[src/cache_consts.svh]
`ifndef CACHE_CONSTS_SVH
`define CACHE_CONSTS_SVH

// cache geometry
`define CACHE_SETS 64

// two ways, fixed by the lookup and LRU logic
`define CACHE_WAYS 2

// byte address space of the memory stage
`define ADDR_W 18

// wait cycles of each word access
`define SRAM_WAIT 2

// depth in 32-bit words
`define SRAM_WORDS 65536

`endif

[src/cache_pkg.sv]
`include "cache_consts.svh"

package cache_pkg;

    typedef logic [31:0] word_t;
    typedef logic [$clog2(`CACHE_SETS)-1:0] index_t;
    typedef logic [`ADDR_W-$clog2(`CACHE_SETS)-4:0] tag_t;

    // tag, set index, word in line, byte in word
    typedef struct packed {
        tag_t       tag;
        index_t     index;
        logic       word_sel;
        logic [1:0] byte_off;
    } addr_fields_t;

    // memory stage request, held until ready
    typedef struct packed {
        logic [`ADDR_W-1:0] addr;
        word_t              wdata;
        logic               r_en;
        logic               w_en;
    } mem_req_t;

    // cache to sram controller, held until sram_ready
    typedef struct packed {
        logic [`ADDR_W-1:0] addr;
        word_t              wdata;
        logic               rd;
        logic               wr;
    } sram_req_t;

    // w0 is the even word of the line
    typedef struct packed {
        word_t w1;
        word_t w0;
    } line_t;

endpackage

[src/sram_controller.sv]
`timescale 1ns/1ps
`include "cache_consts.svh"

module sram_controller (
    input  logic                 clk,
    input  logic                 rst,

    // cache side
    input  cache_pkg::sram_req_t sram_req,
    output cache_pkg::line_t     sram_rdata,
    output logic                 sram_ready,

    // sram side
    output logic [15:0]          mem_addr,
    output logic [31:0]          mem_wdata,
    output logic                 mem_en,
    output logic                 mem_we,
    input  logic [31:0]          mem_rdata
);

    localparam int CNT_W = $clog2(`SRAM_WAIT + 1);
    localparam logic [CNT_W-1:0] LAST = CNT_W'(`SRAM_WAIT - 1);

    typedef enum logic [1:0] {
        S_IDLE,
        S_RUN,
        S_DONE,
        S_HOLD
    } state_t;

    state_t                  state;
    logic [CNT_W-1:0]        cnt;
    logic                    phase;
    logic                    last_cycle;
    cache_pkg::sram_req_t    req_q;
    cache_pkg::addr_fields_t f;
    cache_pkg::word_t        low_q;

    assign f = cache_pkg::addr_fields_t'(req_q.addr);

    // access strobe on the last wait cycle of each word
    assign last_cycle = (state == S_RUN) && (cnt == LAST);
    assign mem_en     = last_cycle;
    assign mem_we     = last_cycle && req_q.wr;
    assign mem_wdata  = req_q.wdata;

    // reads walk both words of the line, writes hit one word
    assign mem_addr = {f.tag, f.index, req_q.wr ? f.word_sel : phase};

    assign sram_ready    = (state == S_DONE);
    assign sram_rdata.w1 = mem_rdata;
    assign sram_rdata.w0 = low_q;

    always_ff @(posedge clk or posedge rst) begin
        if (rst) begin
            state <= S_IDLE;
            cnt   <= '0;
            phase <= 1'b0;
        end else begin
            case (state)
                S_IDLE: begin
                    if (sram_req.rd || sram_req.wr) begin
                        cnt   <= '0;
                        phase <= 1'b0;
                        state <= S_RUN;
                    end
                end
                S_RUN: begin
                    if (cnt == LAST) begin
                        cnt <= '0;
                        if (req_q.wr || phase) begin
                            state <= S_DONE;
                        end else begin
                            phase <= 1'b1;
                        end
                    end else begin
                        cnt <= cnt + 1'b1;
                    end
                end
                S_DONE: begin
                    state <= S_HOLD;
                end
                S_HOLD: begin
                    // wait until the cache lets go of this request
                    if (!(sram_req.rd || sram_req.wr) || (sram_req != req_q)) begin
                        state <= S_IDLE;
                    end
                end
            endcase
        end
    end

    always_ff @(posedge clk) begin
        if (state == S_IDLE) begin
            req_q <= sram_req;
        end
        // even word is on mem_rdata in the first cycle of phase 1
        if (state == S_RUN && phase && cnt == '0) begin
            low_q <= mem_rdata;
        end
    end

    a_ready_pulse: assert property (
        @(posedge clk) disable iff (rst)
        sram_ready |=> !sram_ready
    ) else $error("sram controller: sram_ready held for two cycles");

endmodule

[config.mk]
export PLATFORM = sky130hd
export DESIGN_NAME = sram_controller
export DESIGN_NICKNAME = d
export VERILOG_FILES = /design/src/cache_pkg.sv /design/src/sram_controller.sv
export VERILOG_INCLUDE_DIRS = /design/src
export SDC_FILE = /design/constraint.sdc
export NUM_CORES = 1
export LEC_CHECK = 0
export BUFFER_PORTS_ARGS = -buffer_cell sky130_fd_sc_hd__clkbuf_2
export CORE_ASPECT_RATIO = 1.25
export CORE_UTILIZATION = 46
export DETAILED_ROUTE_END_ITERATION = 8
export PLACE_DENSITY_LB_ADDON = 0.15
export SYNTH_ARGS = -nofsm -noshare
export SYNTH_HDL_FRONTEND = slang
export SYNTH_SLANG_ARGS = --single-unit
[constraint.sdc]
create_clock -name clk -period 6.1 [get_ports clk]
set_input_delay 0.305 -clock clk [delete_from_list [all_inputs] [get_ports clk]]
set_output_delay 0.305 -clock clk [all_outputs]
set_load 0.005 [all_outputs]
Word level (Yosys, flattened, before mapping)
Index checks and enable logic that the tools add are counted.
{"block": "totals", "memories": 0, "rom_bits": 0, "latch_bits": 0, "out_inout_bits": 115, "reg_bits": 89, "mem_bits_rw": 0}
{"block": "op_classes", "reduce_logical": 14, "bitwise": 0, "eq_ne": 10, "n_shift": 0, "div_mod_pow": 0, "multipliers": 0, "mux": 13, "n_addsub": 1, "n_lt_le_gt_ge": 0}
{"operator": "!= test 52 bit", "count": 1}
{"operator": "two-way mux 2 bit", "count": 6}
{"operator": "one-hot mux 2 bit (4 select lines)", "count": 1}
{"operator": "AND reduction 4 bit", "count": 2}
{"operator": "!= test 2 bit, second input constant", "count": 3}
{"operator": "equality test 2 x 1 -> 1 bit, second input constant", "count": 2}
{"operator": "equality test 2 bit, second input constant", "count": 2}
{"operator": "logical AND 1 bit", "count": 4}
{"operator": "logical NOT 2 bit", "count": 2}
{"operator": "two-way mux 1 bit", "count": 4}
{"operator": "!= test 2 x 1 -> 1 bit, second input constant", "count": 2}
{"operator": "one-hot mux 2 bit (2 select lines)", "count": 1}
{"operator": "logical OR 1 bit", "count": 3}
{"operator": "adder 2 x 1 -> 2 bit, second input constant", "count": 1}
{"operator": "one-hot mux 1 bit (2 select lines)", "count": 1}
{"operator": "AND reduction 2 bit", "count": 1}
{"operator": "nonzero test 2 bit", "count": 1}
{"operator": "logical NOT 1 bit", "count": 1}

Longest topological paths before layout
Gate-level depths: netlist of run 1.
{"block": "depth", "word_depth": 5, "depth_mapped": 6, "depth_no_buf": 6}

Least setup slack after synthesis of run 1
No wires, ideal clock.
{"block": "synth_path", "path_kind": "register to register", "startpoint": "register state[1]", "endpoint": "register low_q[0], enable pin", "synth_period_minus_slack_ns": 4.330, "setup_ns": 0.502, "arrival_time_ns": 3.827, "n_path_buf": 0, "setup_slack_ns": 1.770, "path_stages_with_launch": 4, "required_ns": 5.598, "path_cell_list": "dfrtp_1 > inv_1 > ha_1 > nor4bb_1"}
{"block": "synth_via", "elab_chain_len": 3}
{"element": "start, declared", "line": "sram_controller.sv:31", "rtl": "state_t state;"}
{"element": "start signal, assigned", "line": "sram_controller.sv:56", "rtl": "state <= S_IDLE;"}
{"element": "start signal, assigned", "line": "sram_controller.sv:65", "rtl": "state <= S_RUN;"}
{"element": "start signal, assigned", "line": "sram_controller.sv:72", "rtl": "state <= S_DONE;"}
{"element": "equality test 2 x 1 -> 1 bit", "line": "sram_controller.sv:98", "rtl": "if (state == S_RUN && phase && cnt == '0) begin"}
{"element": "logical AND 1 bit (2 in a row)", "line": "sram_controller.sv:98"}
{"element": "end signal, assigned", "line": "sram_controller.sv:99", "rtl": "low_q <= mem_rdata;"}
{"element": "end, declared", "line": "sram_controller.sv:37", "rtl": "cache_pkg::word_t low_q;"}
Every way passes these cells.
A chain may end at the register's enable or synchronous reset.

Worst setup path after layout of run 1
{"block": "layout_path", "startpoint": "register req_q[0] (netlist bit)", "endpoint": "register state[1]"}
{"block": "layout_via", "elab_chain_len": 4, "word_cells_on_any_way": 6, "classes_between": "eq/ne (3); reduce/logical (3)"}
{"element": "start, declared", "line": "sram_controller.sv:35", "rtl": "cache_pkg::sram_req_t req_q;"}
{"element": "start signal, assigned", "line": "sram_controller.sv:95", "rtl": "req_q <= sram_req;"}
{"element": "!= test 52 bit", "line": "sram_controller.sv:85", "rtl": "if (!(sram_req.rd || sram_req.wr) || (sram_req != req_q)) begin"}
{"element": "logical OR 1 bit", "line": "sram_controller.sv:85"}
{"element": "!= test 2 bit (no source line)"}
{"element": "AND reduction 4 bit (no source line) (*)"}
{"element": "end signal, assigned", "line": "sram_controller.sv:72"}
{"element": "end signal, assigned", "line": "sram_controller.sv:81", "rtl": "state <= S_HOLD;"}
{"element": "end signal, assigned", "line": "sram_controller.sv:86", "rtl": "state <= S_IDLE;"}
Mark *: on every way between the ends. The rest lies on a longest branch, timed or not.

==> qor_table.md, run 1 <==
| Item | Reported |
|:---|:---|
| Global routing usage summed across all routing layers | 16.7% |
| Total I/O pin count | 201 |
| Most common flop cell mapped by yosys | sky130_fd_sc_hd__edfxtp_1 |
| Later-pin clock latency in the skew report | 0.35 ns |
| Max VDD drop | 0.000163 V |
| Avg WL per Cell | 14.3 µm |
| Worst Hold Class | in2reg |
| Leading cell types in the layout, fill and taps excluded | 200 x sky130_fd_sc_hd__clkbuf_2, 84 x sky130_fd_sc_hd__edfxtp_1, 24 x sky130_fd_sc_hd__xnor2_1, 24 x sky130_fd_sc_hd__xor2_1, 10 x sky130_fd_sc_hd__clkbuf_8 |
| Number of antenna violations at the first check in global routing | 0 |
| H-Tree Level Count | 3 |
| Weighted congestion reported at the end of routability-driven placement | 0.762 |
| Number of max-cap violations | 0 |
| Total gr overflow | 0 |
| Post-Syn Instances | 274 |
| DRC marker count from the first detailed-route iteration | 119 |
| Leading cell types by total area after synthesis | sky130_fd_sc_hd__edfxtp_1 62%, sky130_fd_sc_hd__buf_4 15%, sky130_fd_sc_hd__xnor2_1 5.2% |
| Number of standard-cell rows in the floorplan | 37 |
| Fraction of the yosys area taken by sequential cells | 65.4% |
| Clock tree from TritonCTS | built |
| Slew at the pin closest to its max-slew limit | 0.649 ns |
| Max Clock Freq | 0.501 GHz |
| Nets | 499 |
| Slew HR | 56.7% |
| Effective utilization at floorplan | 48.3% |
| Number of library cell types mapped by synthesis | 31 |
| Number of cells traversed by the worst register-to-register path | 6 |
| Final period utilization | 32.7% |
| CTS sink cnt | 89 |
| Endpoint required time on the critical path | 6.34 ns |
| Longest Clk Path Bufs | 2 |
| Most common cell after layout, fill and taps aside | sky130_fd_sc_hd__clkbuf_2 |
| Synth area leader | sky130_fd_sc_hd__edfxtp_1 |
| Total setup buffers inserted after CTS | 0 |
| Fraction of post-synthesis cell area in the top cell type by area | 62.3% |
| Worst Path Max Fanout | 5 |
| Setup violation total in the final timing report | 0 |
| Minimum clock period | 1.99 ns |
| Synth Warn # | 0 |
| Pin count of the biggest net entering global routing | 33 |
| Critical Path Start Type | flip-flop |
| EDFF count, synth | 84 |
| DRT Wirelength | 7600 µm |
| Routed via count divided by cell count | 4.68 |
| Run status | finished clean |
| Hold slack | 0.144 ns |
| Total DRC errors in the routed layout | 0 |
| Clock Pin Slew Worst Setup and Hold Paths | 0.08 ns |
| Overall via count from detail_route | 2484 |
| Setup skew after layout | 0.00714 ns |
| Count of pins over their slew limit | 0 |
| Number of buffers created by CTS | 9 |
| Synthesized Nets | 364 |
| Crit path arrival time | 2.23 ns |
| Clock root buffer | sky130_fd_sc_hd__clkbuf_8 |
| Die Area | 9180 µm² |
| Core footprint | 8380 µm² |
| Cell count of the worst hold path | 1 |
| DPL Wire Length | 5960 µm |
| Mean cell area of the mapped netlist | 14.8 µm² |
| Area grow syn2layout | 19.4% |
| Path type of the worst setup path | reg2reg |
| Number of global-route vias before repair | 2410 |
| Die outline height | 107 µm |
| Final-report hold violation count | 0 |
| Fraction of final layout cells with drive strength greater than 1 | 53.9% |
| Wire length of the first global-routing pass | 11300 µm |
| Sort of element at the end of the critical path | flip-flop |
| Input/output buffers | 200 |
| Post-Route Setup TNS | 0 ns |
| Pwr Density | 367 nW/µm² |
| Diode count | 0 |
| Unrepaired setup endpoints after global routing | no |
| Share of async-settable or async-resettable flops after synthesis | 5.62% |
| Die Wd | 85.9 µm |
| Detailed-router iteration count before antenna repair | 4 |
| Antenna violation net count after detailed routing | 0 |
| Netlist Area Pre-Place | 4050 µm² |
| Flops & latches, synth | 89 |
| Static power due to leakage | 0.00210 µW |
## synth_stat cells (2+ instances only)
master                      n
sky130_fd_sc_hd__inv_1      8
sky130_fd_sc_hd__a21boi_0   2
sky130_fd_sc_hd__xnor2_1   24
sky130_fd_sc_hd__nand2_1    4
sky130_fd_sc_hd__buf_4     79
sky130_fd_sc_hd__xor2_1    24
sky130_fd_sc_hd__nor4_1     5
sky130_fd_sc_hd__o21ai_0    3
sky130_fd_sc_hd__nand4_1    8
sky130_fd_sc_hd__nor2_1     4
sky130_fd_sc_hd__dfrtp_1    5
sky130_fd_sc_hd__mux2_2     2
sky130_fd_sc_hd__edfxtp_1  84
sky130_fd_sc_hd__ha_1       4
sky130_fd_sc_hd__a21oi_1    2
## registers in the layout (all words and copies together), names as in the netlist
signal and cells:
low_q 32, mem_wdata 32, f 18, cnt 2, req_q 2, state 2
phase 1
## through the flow
| stage | std cells | utilization [%] | area [µm²] | total power (µW) | worst slack, ns |
|---|---|---|---|---|---|
| floorplan | 274 | - | 4050 | 1310 | 1.77 |
| global placement | 514 | 55.3 | 4640 | 1390 | 4.16 |
| detailed placement | 514 | 55.3 | 4640 | 1400 | 4.10 |
| CTS | 531 | 57.7 | 4830 | 1800 | 4.08 |
| global route | 531 | 57.7 | 4830 | 1880 | 3.95 |
| finish | 531 | 57.7 | 4830 | 1770 | 4.11 |
## cell type report
cell class | instances | area, µm²
Clock buffer | 13 | 149
Tap cell | 117 | 146
Timing Repair Buffer | 203 | 1030
Inverter | 8 | 30.0
Clock inverter | 3 | 40.0
Sequential cell | 89 | 2650
Fill cell | 725 | 3540
Multi-Input combinational cell | 98 | 796
## path summary, 6_finish.rpt
check | slack (ns) | start | to
max | 4.11 | req_q[0]$_DFFE_PP_ | state[1]$_DFFE_PP0P_
min | 0.14 | mem_rdata[23] | low_q[23]$_DFFE_PP_
max reg2reg | 4.11 | req_q[0]$_DFFE_PP_ | state[1]$_DFFE_PP0P_
min reg2reg | 0.59 | state[1]$_DFFE_PP0P_ | state[1]$_DFFE_PP0P_
max in group asynchronous | 5.52 | rst | cnt[1]$_DFFE_PP0P_
min in group asynchronous | 0.39 | rst | phase$_DFFE_PP0P_
## cell families after synthesis
| group | Yosys count | synth area share (%) |
|---|---|---|
| simple gates | 30 | 4.36 |
| flops | 89 | 65.4 |
| buf+inv | 87 | 15.4 |
| fa+ha+maj | 4 | 1.24 |
| xor+xnor | 48 | 10.4 |
| mux | 4 | 1.17 |
| compound gates | 12 | 2.07 |
## power breakdown
part / leakage (µW) / internal, µW / switching [µW]
Sequential: 0.000841 / 843 / 82.6
Clock: 0.0000974 / 200 / 193
Combinational: 0.00116 / 216 / 238
## per-layer routing
metal / GRT usage, % / up-vias / wire length, µm
met5: 0 / - / 0
met4: 9.64 / 0 / 175
met3: 3.93 / 12 / 520
met2: 28.5 / 124 / 3860
met1: 19.0 / 1178 / 3040
li1: - / 1170 / -
## repair_timing
action / CTS / global route
endpoints found under the hold margin: 5 / 0
gates resized for setup: 0 / 0
setup endpoints to repair: 0 / 0
hold buffers: 1 / 0
## critical path, stage by stage (launching register included)
cell and delay [ns]:
sky130_fd_sc_hd__edfxtp_1 0.46, sky130_fd_sc_hd__xor2_1 0.19, sky130_fd_sc_hd__nor4_1 0.30, sky130_fd_sc_hd__nand4_1 0.16, sky130_fd_sc_hd__nor4_1 0.33, sky130_fd_sc_hd__a21oi_2 0.14, sky130_fd_sc_hd__mux2_4 0.31
(Power assumes the default switching activity.)
==> run 2, diff against run 1 <==
--- a/config.mk
+++ b/config.mk
@@ -8,7 +8,7 @@
 export LEC_CHECK = 0
 export BUFFER_PORTS_ARGS = -buffer_cell sky130_fd_sc_hd__clkbuf_2
 export CORE_ASPECT_RATIO = 1.25
-export CORE_UTILIZATION = 46
+export CORE_UTILIZATION = 42
 export DETAILED_ROUTE_END_ITERATION = 8
 export PLACE_DENSITY_LB_ADDON = 0.15
 export SYNTH_ARGS = -nofsm -noshare
==> constraint.sdc (replaced) <==
create_clock -name clk -period 1.83 [get_ports clk]
set_input_delay 0.0915 -clock clk [delete_from_list [all_inputs] [get_ports clk]]
set_output_delay 0.0915 -clock clk [all_outputs]
set_load 0.005 [all_outputs]
==> run 2 against run 1 <==
Against the previous run: the run now ends with negative setup slack left; flip-flop and latch count did not move; register-to-register slack worse by 4.2 ns; power grew to 4.0 times the previous value; global-route usage up 2.5 points; worst setup slack worse by 4.2 ns; sequential share of layout area decreased by 10 points; critical path type unchanged.
==> qor_table.md, run 2 (synthesized netlist as in run 1, its figures left out) <==
| Item | Reported | Delta |
|:---|:---|:---|
| Input/output buffers | 200 | unchanged |
| Number of buffers created by CTS | 9 | unchanged |
| List of cells traversed by the critical path | xor2_1, nor4_2, nand4_1, nor4_2, buf_4, a21oi_2, mux2_4 |  |
| Diode count | 0 | unchanged |
| Sort of element at the end of the critical path | flip-flop |  |
| Nets | 592 | +19% |
| Fraction of final layout cells with drive strength greater than 1 | 47.1% | -6.7 points |
| Post-route design area | 5970 µm² | +23% |
| Number of antenna violations at the first check in global routing | 0 | unchanged |
| Stage delay of the slowest cell on the critical path | 0.40 ns | -0.06 ns |
| Worst Setup Slack, final | -0.0610 ns | -4.17 ns |
| H-Tree Level Count | 3 | unchanged |
| DPL Wire Length | 6120 µm | +2.6% |
| Worst Path Max Fanout | 2 | -3 |
| Cell repeated most along the worst path | sky130_fd_sc_hd__nor4_2 |  |
| Slowest cell on the critical path | sky130_fd_sc_hd__edfxtp_1 |  |
| Wire length of the first global-routing pass | 15000 µm | +33% |
| Filler cell count in the final layout | 712 | -1.8% |
| Clock tree from TritonCTS | built |  |
| Die Area | 10000 µm² | +9.3% |
| Violations in the final reports | negative setup slack |  |
| Register area | 2650 µm² | unchanged |
| Weighted congestion reported at the end of routability-driven placement | 0.737 | -3.4% |
| Pin count of the biggest net entering global routing | 42 | +27% |
| Effective utilization at floorplan | 43.7% | -4.6 points |
| Crit path arrival time | 2.11 ns | -0.12 ns |
| Static power due to leakage | 0.00258 µW | +23% |
| Clock Pin Slew Worst Setup and Hold Paths | 0.06 ns | -0.02 ns |
| Final period utilization | 103% | +71 points |
| Final-report hold violation count | 0 | unchanged |
| Total gr overflow | 0 | unchanged |
| Unrepaired setup endpoints after global routing | yes |  |
| Leading cell types in the layout, fill and taps excluded | 200 x sky130_fd_sc_hd__clkbuf_2, 85 x sky130_fd_sc_hd__dlygate4sd3_1, 84 x sky130_fd_sc_hd__edfxtp_1 |  |
| Routed via count divided by cell count | 4.53 | -3.1% |
| Slew at the pin closest to its max-slew limit | 0.298 ns | -0.351 ns |
| Post-Place Cell Area | 4750 µm² | +2.4% |
| Core footprint | 9270 µm² | +11% |
| Worst Hold Class | in2async |  |
| DRT Wirelength | 9030 µm | +19% |
| Global routing usage summed across all routing layers | 19.2% | +2.5 points |
| Detailed-router iteration count before antenna repair | 4 | unchanged |
| Setup skew after layout | 0.00553 ns | -0.00161 ns |
| Total I/O pin count | 201 | unchanged |
| Count of pins over their slew limit | 0 | unchanged |
| Pwr Density | 1180 nW/µm² | +220% |
| Number of global-route vias before repair | 3147 | +31% |
| Die Wd | 89.8 µm | +4.5% |
| Endpoint required time on the critical path | 2.05 ns | -4.29 ns |
| Later-pin clock latency in the skew report | 0.33 ns | -0.02 ns |
| Die outline height | 112 µm | +4.6% |
| Total DRC errors in the routed layout | 0 | unchanged |
| Overall via count from detail_route | 2856 | +15% |
| Most common cell after layout, fill and taps aside | sky130_fd_sc_hd__clkbuf_2 |  |
| Avg WL per Cell | 14.3 µm | +0.16% |
| Path type of the worst setup path | reg2reg |  |
| Pre-CTS setup slack | -0.145 ns | -4.24 ns |
| Number of standard-cell rows in the floorplan | 39 | +5.4% |
| Critical Path Start Type | flip-flop |  |
| Combined area of the multi-input logic cells | 840 µm² | +5.5% |
| Area grow syn2layout | 47.3% |  |
| Longest Clk Path Bufs | 2 | unchanged |
| Minimum clock period | 1.89 ns | -0.104 ns |
| Setup violation total in the final timing report | 2 | +2 |
| DRC marker count from the first detailed-route iteration | 99 | -17% |
| Slew HR | 80.0% | +23 points |
| Antenna violation net count after detailed routing | 0 | unchanged |
| Max Clock Freq | 0.529 GHz | +5.5% |
| Post-Route Setup TNS | -0.0774 ns | -0.0774 ns |
| Number of max-cap violations | 0 | unchanged |
| Run status | finished, violations left |  |
| Clock root buffer | sky130_fd_sc_hd__clkbuf_16 |  |
| Max VDD drop | 0.000684 V | +320% |
| CTS sink cnt | 89 | unchanged |
-- run 2: cell types whose count changed in the layout (fill, tap and decap cells not counted), moves of 2 or more --
cell / delta
sky130_fd_sc_hd__nor4_1: -3
sky130_fd_sc_hd__nor4_2: +2
sky130_fd_sc_hd__buf_4: +7
sky130_fd_sc_hd__clkbuf_16: +9
sky130_fd_sc_hd__buf_12: +2
sky130_fd_sc_hd__clkbuf_8: -10
sky130_fd_sc_hd__bufinv_16: +2
sky130_fd_sc_hd__dlygate4sd3_1: +84
sky130_fd_sc_hd__clkbuf_1: -2
-- run 2: power breakdown --
part	internal, µW	leakage, µW	switching (µW)
Clock	1330	0.000160	746
Sequential	2810	0.000841	266
Combinational	971	0.00157	910
Total	5110	0.00258	1920
-- run 2: per-stage QoR --
stage	hold WS, ns	cells	power [µW]	util [%]
2_1_floorplan	-0.130	274	4390	-
3_3_place_gp	-0.0143	529	4810	51.2
3_5_place_dp	-0.00614	529	4840	51.2
4_1_cts	0.193	630	7100	64.3
5_1_grt	0.219	630	7410	64.3
6_report	0.201	630	7030	64.3
-- run 2: layout make-up --
class,count,share of cell area [%]
multi-input cells,98,14.1
clock inverters,6,1.78
flip-flops and latches,89,44.4
well taps,123,2.58
clock buffers,10,3.84
inverters,8,0.503
repair buffers,296,32.8
-- run 2: what timing repair did --
action                                 4_1_cts  5_1_grt
gates resized for setup                      5        0
endpoints found under the hold margin       89        0
hold buffers                                85        0
pin swaps                                    0        1
setup endpoints to repair                    2        2
buffers inserted                             0        0
-- run 2: path summary, 6_finish.rpt --
| check | startpoint | endpoint | slack [ns] | cells after the start |
|---|---|---|---|---|
| setup reg to reg | f[14]$_DFFE_PP_ | state[1]$_DFFE_PP0P_ | -0.06 | 7 |
| setup / recovery | f[14]$_DFFE_PP_ | state[1]$_DFFE_PP0P_ | -0.06 | 7 |
| max in group asynchronous | rst | cnt[0]$_DFFE_PP0P_ | 1.44 | 3 |
| hold / removal | rst | phase$_DFFE_PP0P_ | 0.20 | 3 |
| hold reg to reg | cnt[0]$_DFFE_PP0P_ | cnt[0]$_DFFE_PP0P_ | 0.59 | 1 |
| min in group clk | sram_req[0] | cnt[1]$_DFFE_PP0P_ | 0.22 | 4 |
-- run 2: metal layers --
metal / routed length, µm / part of all wire [%] / GRT usage, %
met5: 0 / 0 / 0
met1: 3530 / 39 / 21.7
met2: 4590 / 51 / 33.2
met4: 318 / 3.5 / 11.5
met3: 585 / 6.5 / 4.30
-- run 2: worst max-delay path: cells and delay by family, from the launching register on --
family	cells	cell delay, ns
AND/OR/NAND/NOR	3	0.71
buffers and inverters	1	0.15
flip-flops	1	0.40
multiplexers	1	0.30
AO/OA/AOI/OAI	1	0.06
XOR/XNOR	1	0.17
==> run 3, diff against run 2 <==
--- a/config.mk
+++ b/config.mk
@@ -8,7 +8,8 @@
 export LEC_CHECK = 0
 export BUFFER_PORTS_ARGS = -buffer_cell sky130_fd_sc_hd__clkbuf_2
 export CORE_ASPECT_RATIO = 1.25
-export CORE_UTILIZATION = 42
+export CORE_UTILIZATION = 46
+export CTS_CLUSTER_DIAMETER = 40
 export DETAILED_ROUTE_END_ITERATION = 8
 export PLACE_DENSITY_LB_ADDON = 0.15
 export SYNTH_ARGS = -nofsm -noshare
==> constraint.sdc (replaced) <==
create_clock -name clk -period 1.75 [get_ports clk]
set_input_delay 0.0875 -clock clk [delete_from_list [all_inputs] [get_ports clk]]
set_output_delay 0.0875 -clock clk [all_outputs]
set_load 0.005 [all_outputs]
==> run 3 against run 2 <==
Against the previous run: the run still ends with negative setup slack left; worst setup slack got worse by 0.11 ns; critical path type unchanged; register-to-register slack got worse by 0.11 ns; global-route usage rose by 2.3 points.
==> qor_table.md, run 3 (synthesized netlist as in run 1, its figures left out) <==
| Item | Reported | Delta |
|:---|:---|:---|
| Minimum clock period | 1.92 ns | +0.0278 ns |
| Number of antenna violations at the first check in global routing | 0 | unchanged |
| Number of max-cap violations | 0 | unchanged |
| Hold slack | 0.168 ns | -0.0328 ns |
| Final-report hold violation count | 0 | unchanged |
| Filler cell count in the final layout | 580 | -19% |
| Clock root buffer | sky130_fd_sc_hd__clkbuf_8 |  |
| Slew at the pin closest to its max-slew limit | 0.301 ns | +0.00330 ns |
| Fraction of final layout cells with drive strength greater than 1 | 48.1% | +0.92 points |
| Critical Path Start Type | flip-flop |  |
| Pwr Density | 1140 nW/µm² | -3.2% |
| Static power due to leakage | 0.00256 µW | -0.51% |
| Register area | 2650 µm² | unchanged |
| Routed via count divided by cell count | 4.52 | -0.30% |
| Detailed-router iteration count before antenna repair | 4 | unchanged |
| Most common cell after layout, fill and taps aside | sky130_fd_sc_hd__clkbuf_2 |  |
| Combined area of the multi-input logic cells | 840 µm² | unchanged |
| Overall via count from detail_route | 2861 | +0.18% |
| Power, Total | 6720 µW | -4.4% |
| Die Area | 9180 µm² | -8.5% |
| Clock tree from TritonCTS | built |  |
| Input/output buffers | 200 | unchanged |
| Wire length on met3 | 623 µm | +6.5% |
| Path type of the worst setup path | reg2reg |  |
| Number of global-route vias before repair | 3009 | -4.4% |
| DRC marker count from the first detailed-route iteration | 86 | -13% |
| Count of pins over their slew limit | 0 | unchanged |
| Slowest cell on the critical path | sky130_fd_sc_hd__or4_4 |  |
| Effective utilization at floorplan | 48.3% | +4.6 points |
| Top Layer Used | met4 |  |
| Worst Hold Class | in2async |  |
| Max Clock Freq | 0.521 GHz | -1.5% |
| Detailed-routed wire length on met2 | 5040 µm | +9.8% |
| Core footprint | 8380 µm² | -9.6% |
| Crit path arrival time | 2.17 ns | +0.06 ns |
| Cell class contributing the biggest share of worst-path delay | simple AND/OR/NAND/NOR gates |  |
| Diode count | 0 | unchanged |
| Die Wd | 85.9 µm | -4.3% |
| Leading cell types in the layout, fill and taps excluded | 200 x sky130_fd_sc_hd__clkbuf_2, 85 x sky130_fd_sc_hd__dlygate4sd3_1, 84 x sky130_fd_sc_hd__edfxtp_1 |  |
| Slew HR | 79.7% | -0.24 points |
| Final period utilization | 110% | +6.3 points |
| Total I/O pin count | 201 | unchanged |
| CTS sink cnt | 89 | unchanged |
| M1 wire length | 3670 µm | +3.7% |
| Total DRC errors in the routed layout | 0 | unchanged |
| Antenna violation net count after detailed routing | 0 | unchanged |
| Non-filler cells in the finished layout | 633 | +0.48% |
| Pin count of the biggest net entering global routing | 38 | -9.5% |
| List of cells traversed by the critical path | xnor2_1, o221ai_1, or4_4, nor4_4, a21oi_2, mux2_4 |  |
| Global routing usage summed across all routing layers | 21.5% | +2.3 points |
| Area grow syn2layout | 45.5% |  |
| Worst path bufs/invs | 0 | -1 |
| Max VDD drop | 0.000634 V | -7.4% |
| DPL Wire Length | 6260 µm | +2.3% |
| H-Tree Level Count | 3 | unchanged |
| Run status | finished, violations left |  |
| Die outline height | 107 µm | -4.4% |
| Stage delay of the slowest cell on the critical path | 0.51 ns | +0.11 ns |
| Nets | 601 | +1.5% |
| Number of standard-cell rows in the floorplan | 37 | -5.1% |
| # placed instances | 529 | unchanged |
| Wire length of the first global-routing pass | 14700 µm | -2.0% |
| Total gr overflow | 0 | unchanged |
| Setup skew after layout | 0.00618 ns | +0.000648 ns |
| Sort of element at the end of the critical path | flip-flop |  |
| Unrepaired setup endpoints after global routing | yes |  |
| Setup violation total in the final timing report | 2 | unchanged |
| Clock Pin Slew Worst Setup and Hold Paths | 0.08 ns | +0.02 ns |
| Worst Path Max Fanout | 2 | unchanged |
| Avg WL per Cell | 15.1 µm | +5.2% |
| Later-pin clock latency in the skew report | 0.36 ns | +0.03 ns |
| DRT Wirelength | 9540 µm | +5.7% |
| Endpoint required time on the critical path | 2.00 ns | -0.05 ns |
| Worst Setup Slack, final | -0.169 ns | -0.108 ns |
| Weighted congestion reported at the end of routability-driven placement | 0.740 | +0.52% |
| Number of buffers created by CTS | 9 | unchanged |
| Longest Clk Path Bufs | 2 | unchanged |
| Pre-CTS setup slack | -0.234 ns | -0.0892 ns |
| Violations in the final reports | negative setup slack |  |
==> run 3: metal layers <==
metal	track usage, %	up-vias
met5	0	-
met1	24.1	1341
met4	9.40	0
met2	38.5	136
li1	-	1366
met3	4.93	18
==> run 3: timing repair <==
| action | in CTS | in global routing |
|---|---|---|
| pin swaps | 1 | 2 |
| setup buffers | 1 | 2 |
| hold endpoints to repair | 89 | 0 |
| resized for setup | 4 | 1 |
| gates cloned | 0 | 0 |
| hold buffers | 85 | 0 |
| setup endpoints to repair | 2 | 2 |
==> run 3: final timing paths <==
| path | slack (ns) | startpoint | to | cells after the start |
|---|---|---|---|---|
| max | -0.17 | f[16]$_DFFE_PP_ | state[1]$_DFFE_PP0P_ | 6 |
| min | 0.17 | rst | state[1]$_DFFE_PP0P_ | 3 |
| min in group clk | 0.20 | sram_req[0] | cnt[0]$_DFFE_PP0P_ | 4 |
| max reg2reg | -0.17 | f[16]$_DFFE_PP_ | state[1]$_DFFE_PP0P_ | 6 |
| min reg2reg | 0.59 | cnt[1]$_DFFE_PP0P_ | cnt[1]$_DFFE_PP0P_ | 1 |
| max in group asynchronous | 1.39 | rst | cnt[1]$_DFFE_PP0P_ | 3 |
==> run 3: tightest hold or removal path, stage by stage <==
cell	delay, ns
sky130_fd_sc_hd__dlygate4sd3_1	0.53
sky130_fd_sc_hd__clkbuf_2	0.11
sky130_fd_sc_hd__inv_1	0.17
==> run 3: area by class of cell <==
cell class | instances | share of cell area (%)
Sequential cell | 89 | 45.0
Timing Repair Buffer | 305 | 34.4
Multi-Input combinational cell | 98 | 14.3
Clock buffer | 13 | 2.70
Tap cell | 117 | 2.49
Clock inverter | 3 | 0.680
Inverter | 8 | 0.510
==> run 3: where the power goes <==
part	leakage, µW	internal, µW	total, µW	switching [µW]
Combinational	0.00162	1090	2080	987
Sequential	0.000841	2930	3210	279
Clock	0.000103	735	1430	693
==> run 3: per-stage QoR <==
stage / cell area (µm²) / utilization [%] / TNS [ns]
finish: 5890 / 70.3 / -0.286
global route: 5890 / 70.3 / -0.533
CTS: 5870 / 70.0 / -0.334
detailed placement: 4790 / 57.1 / -0.419
global placement: 4790 / 57.1 / -0.257
floorplan: 4080 / - / -14.30
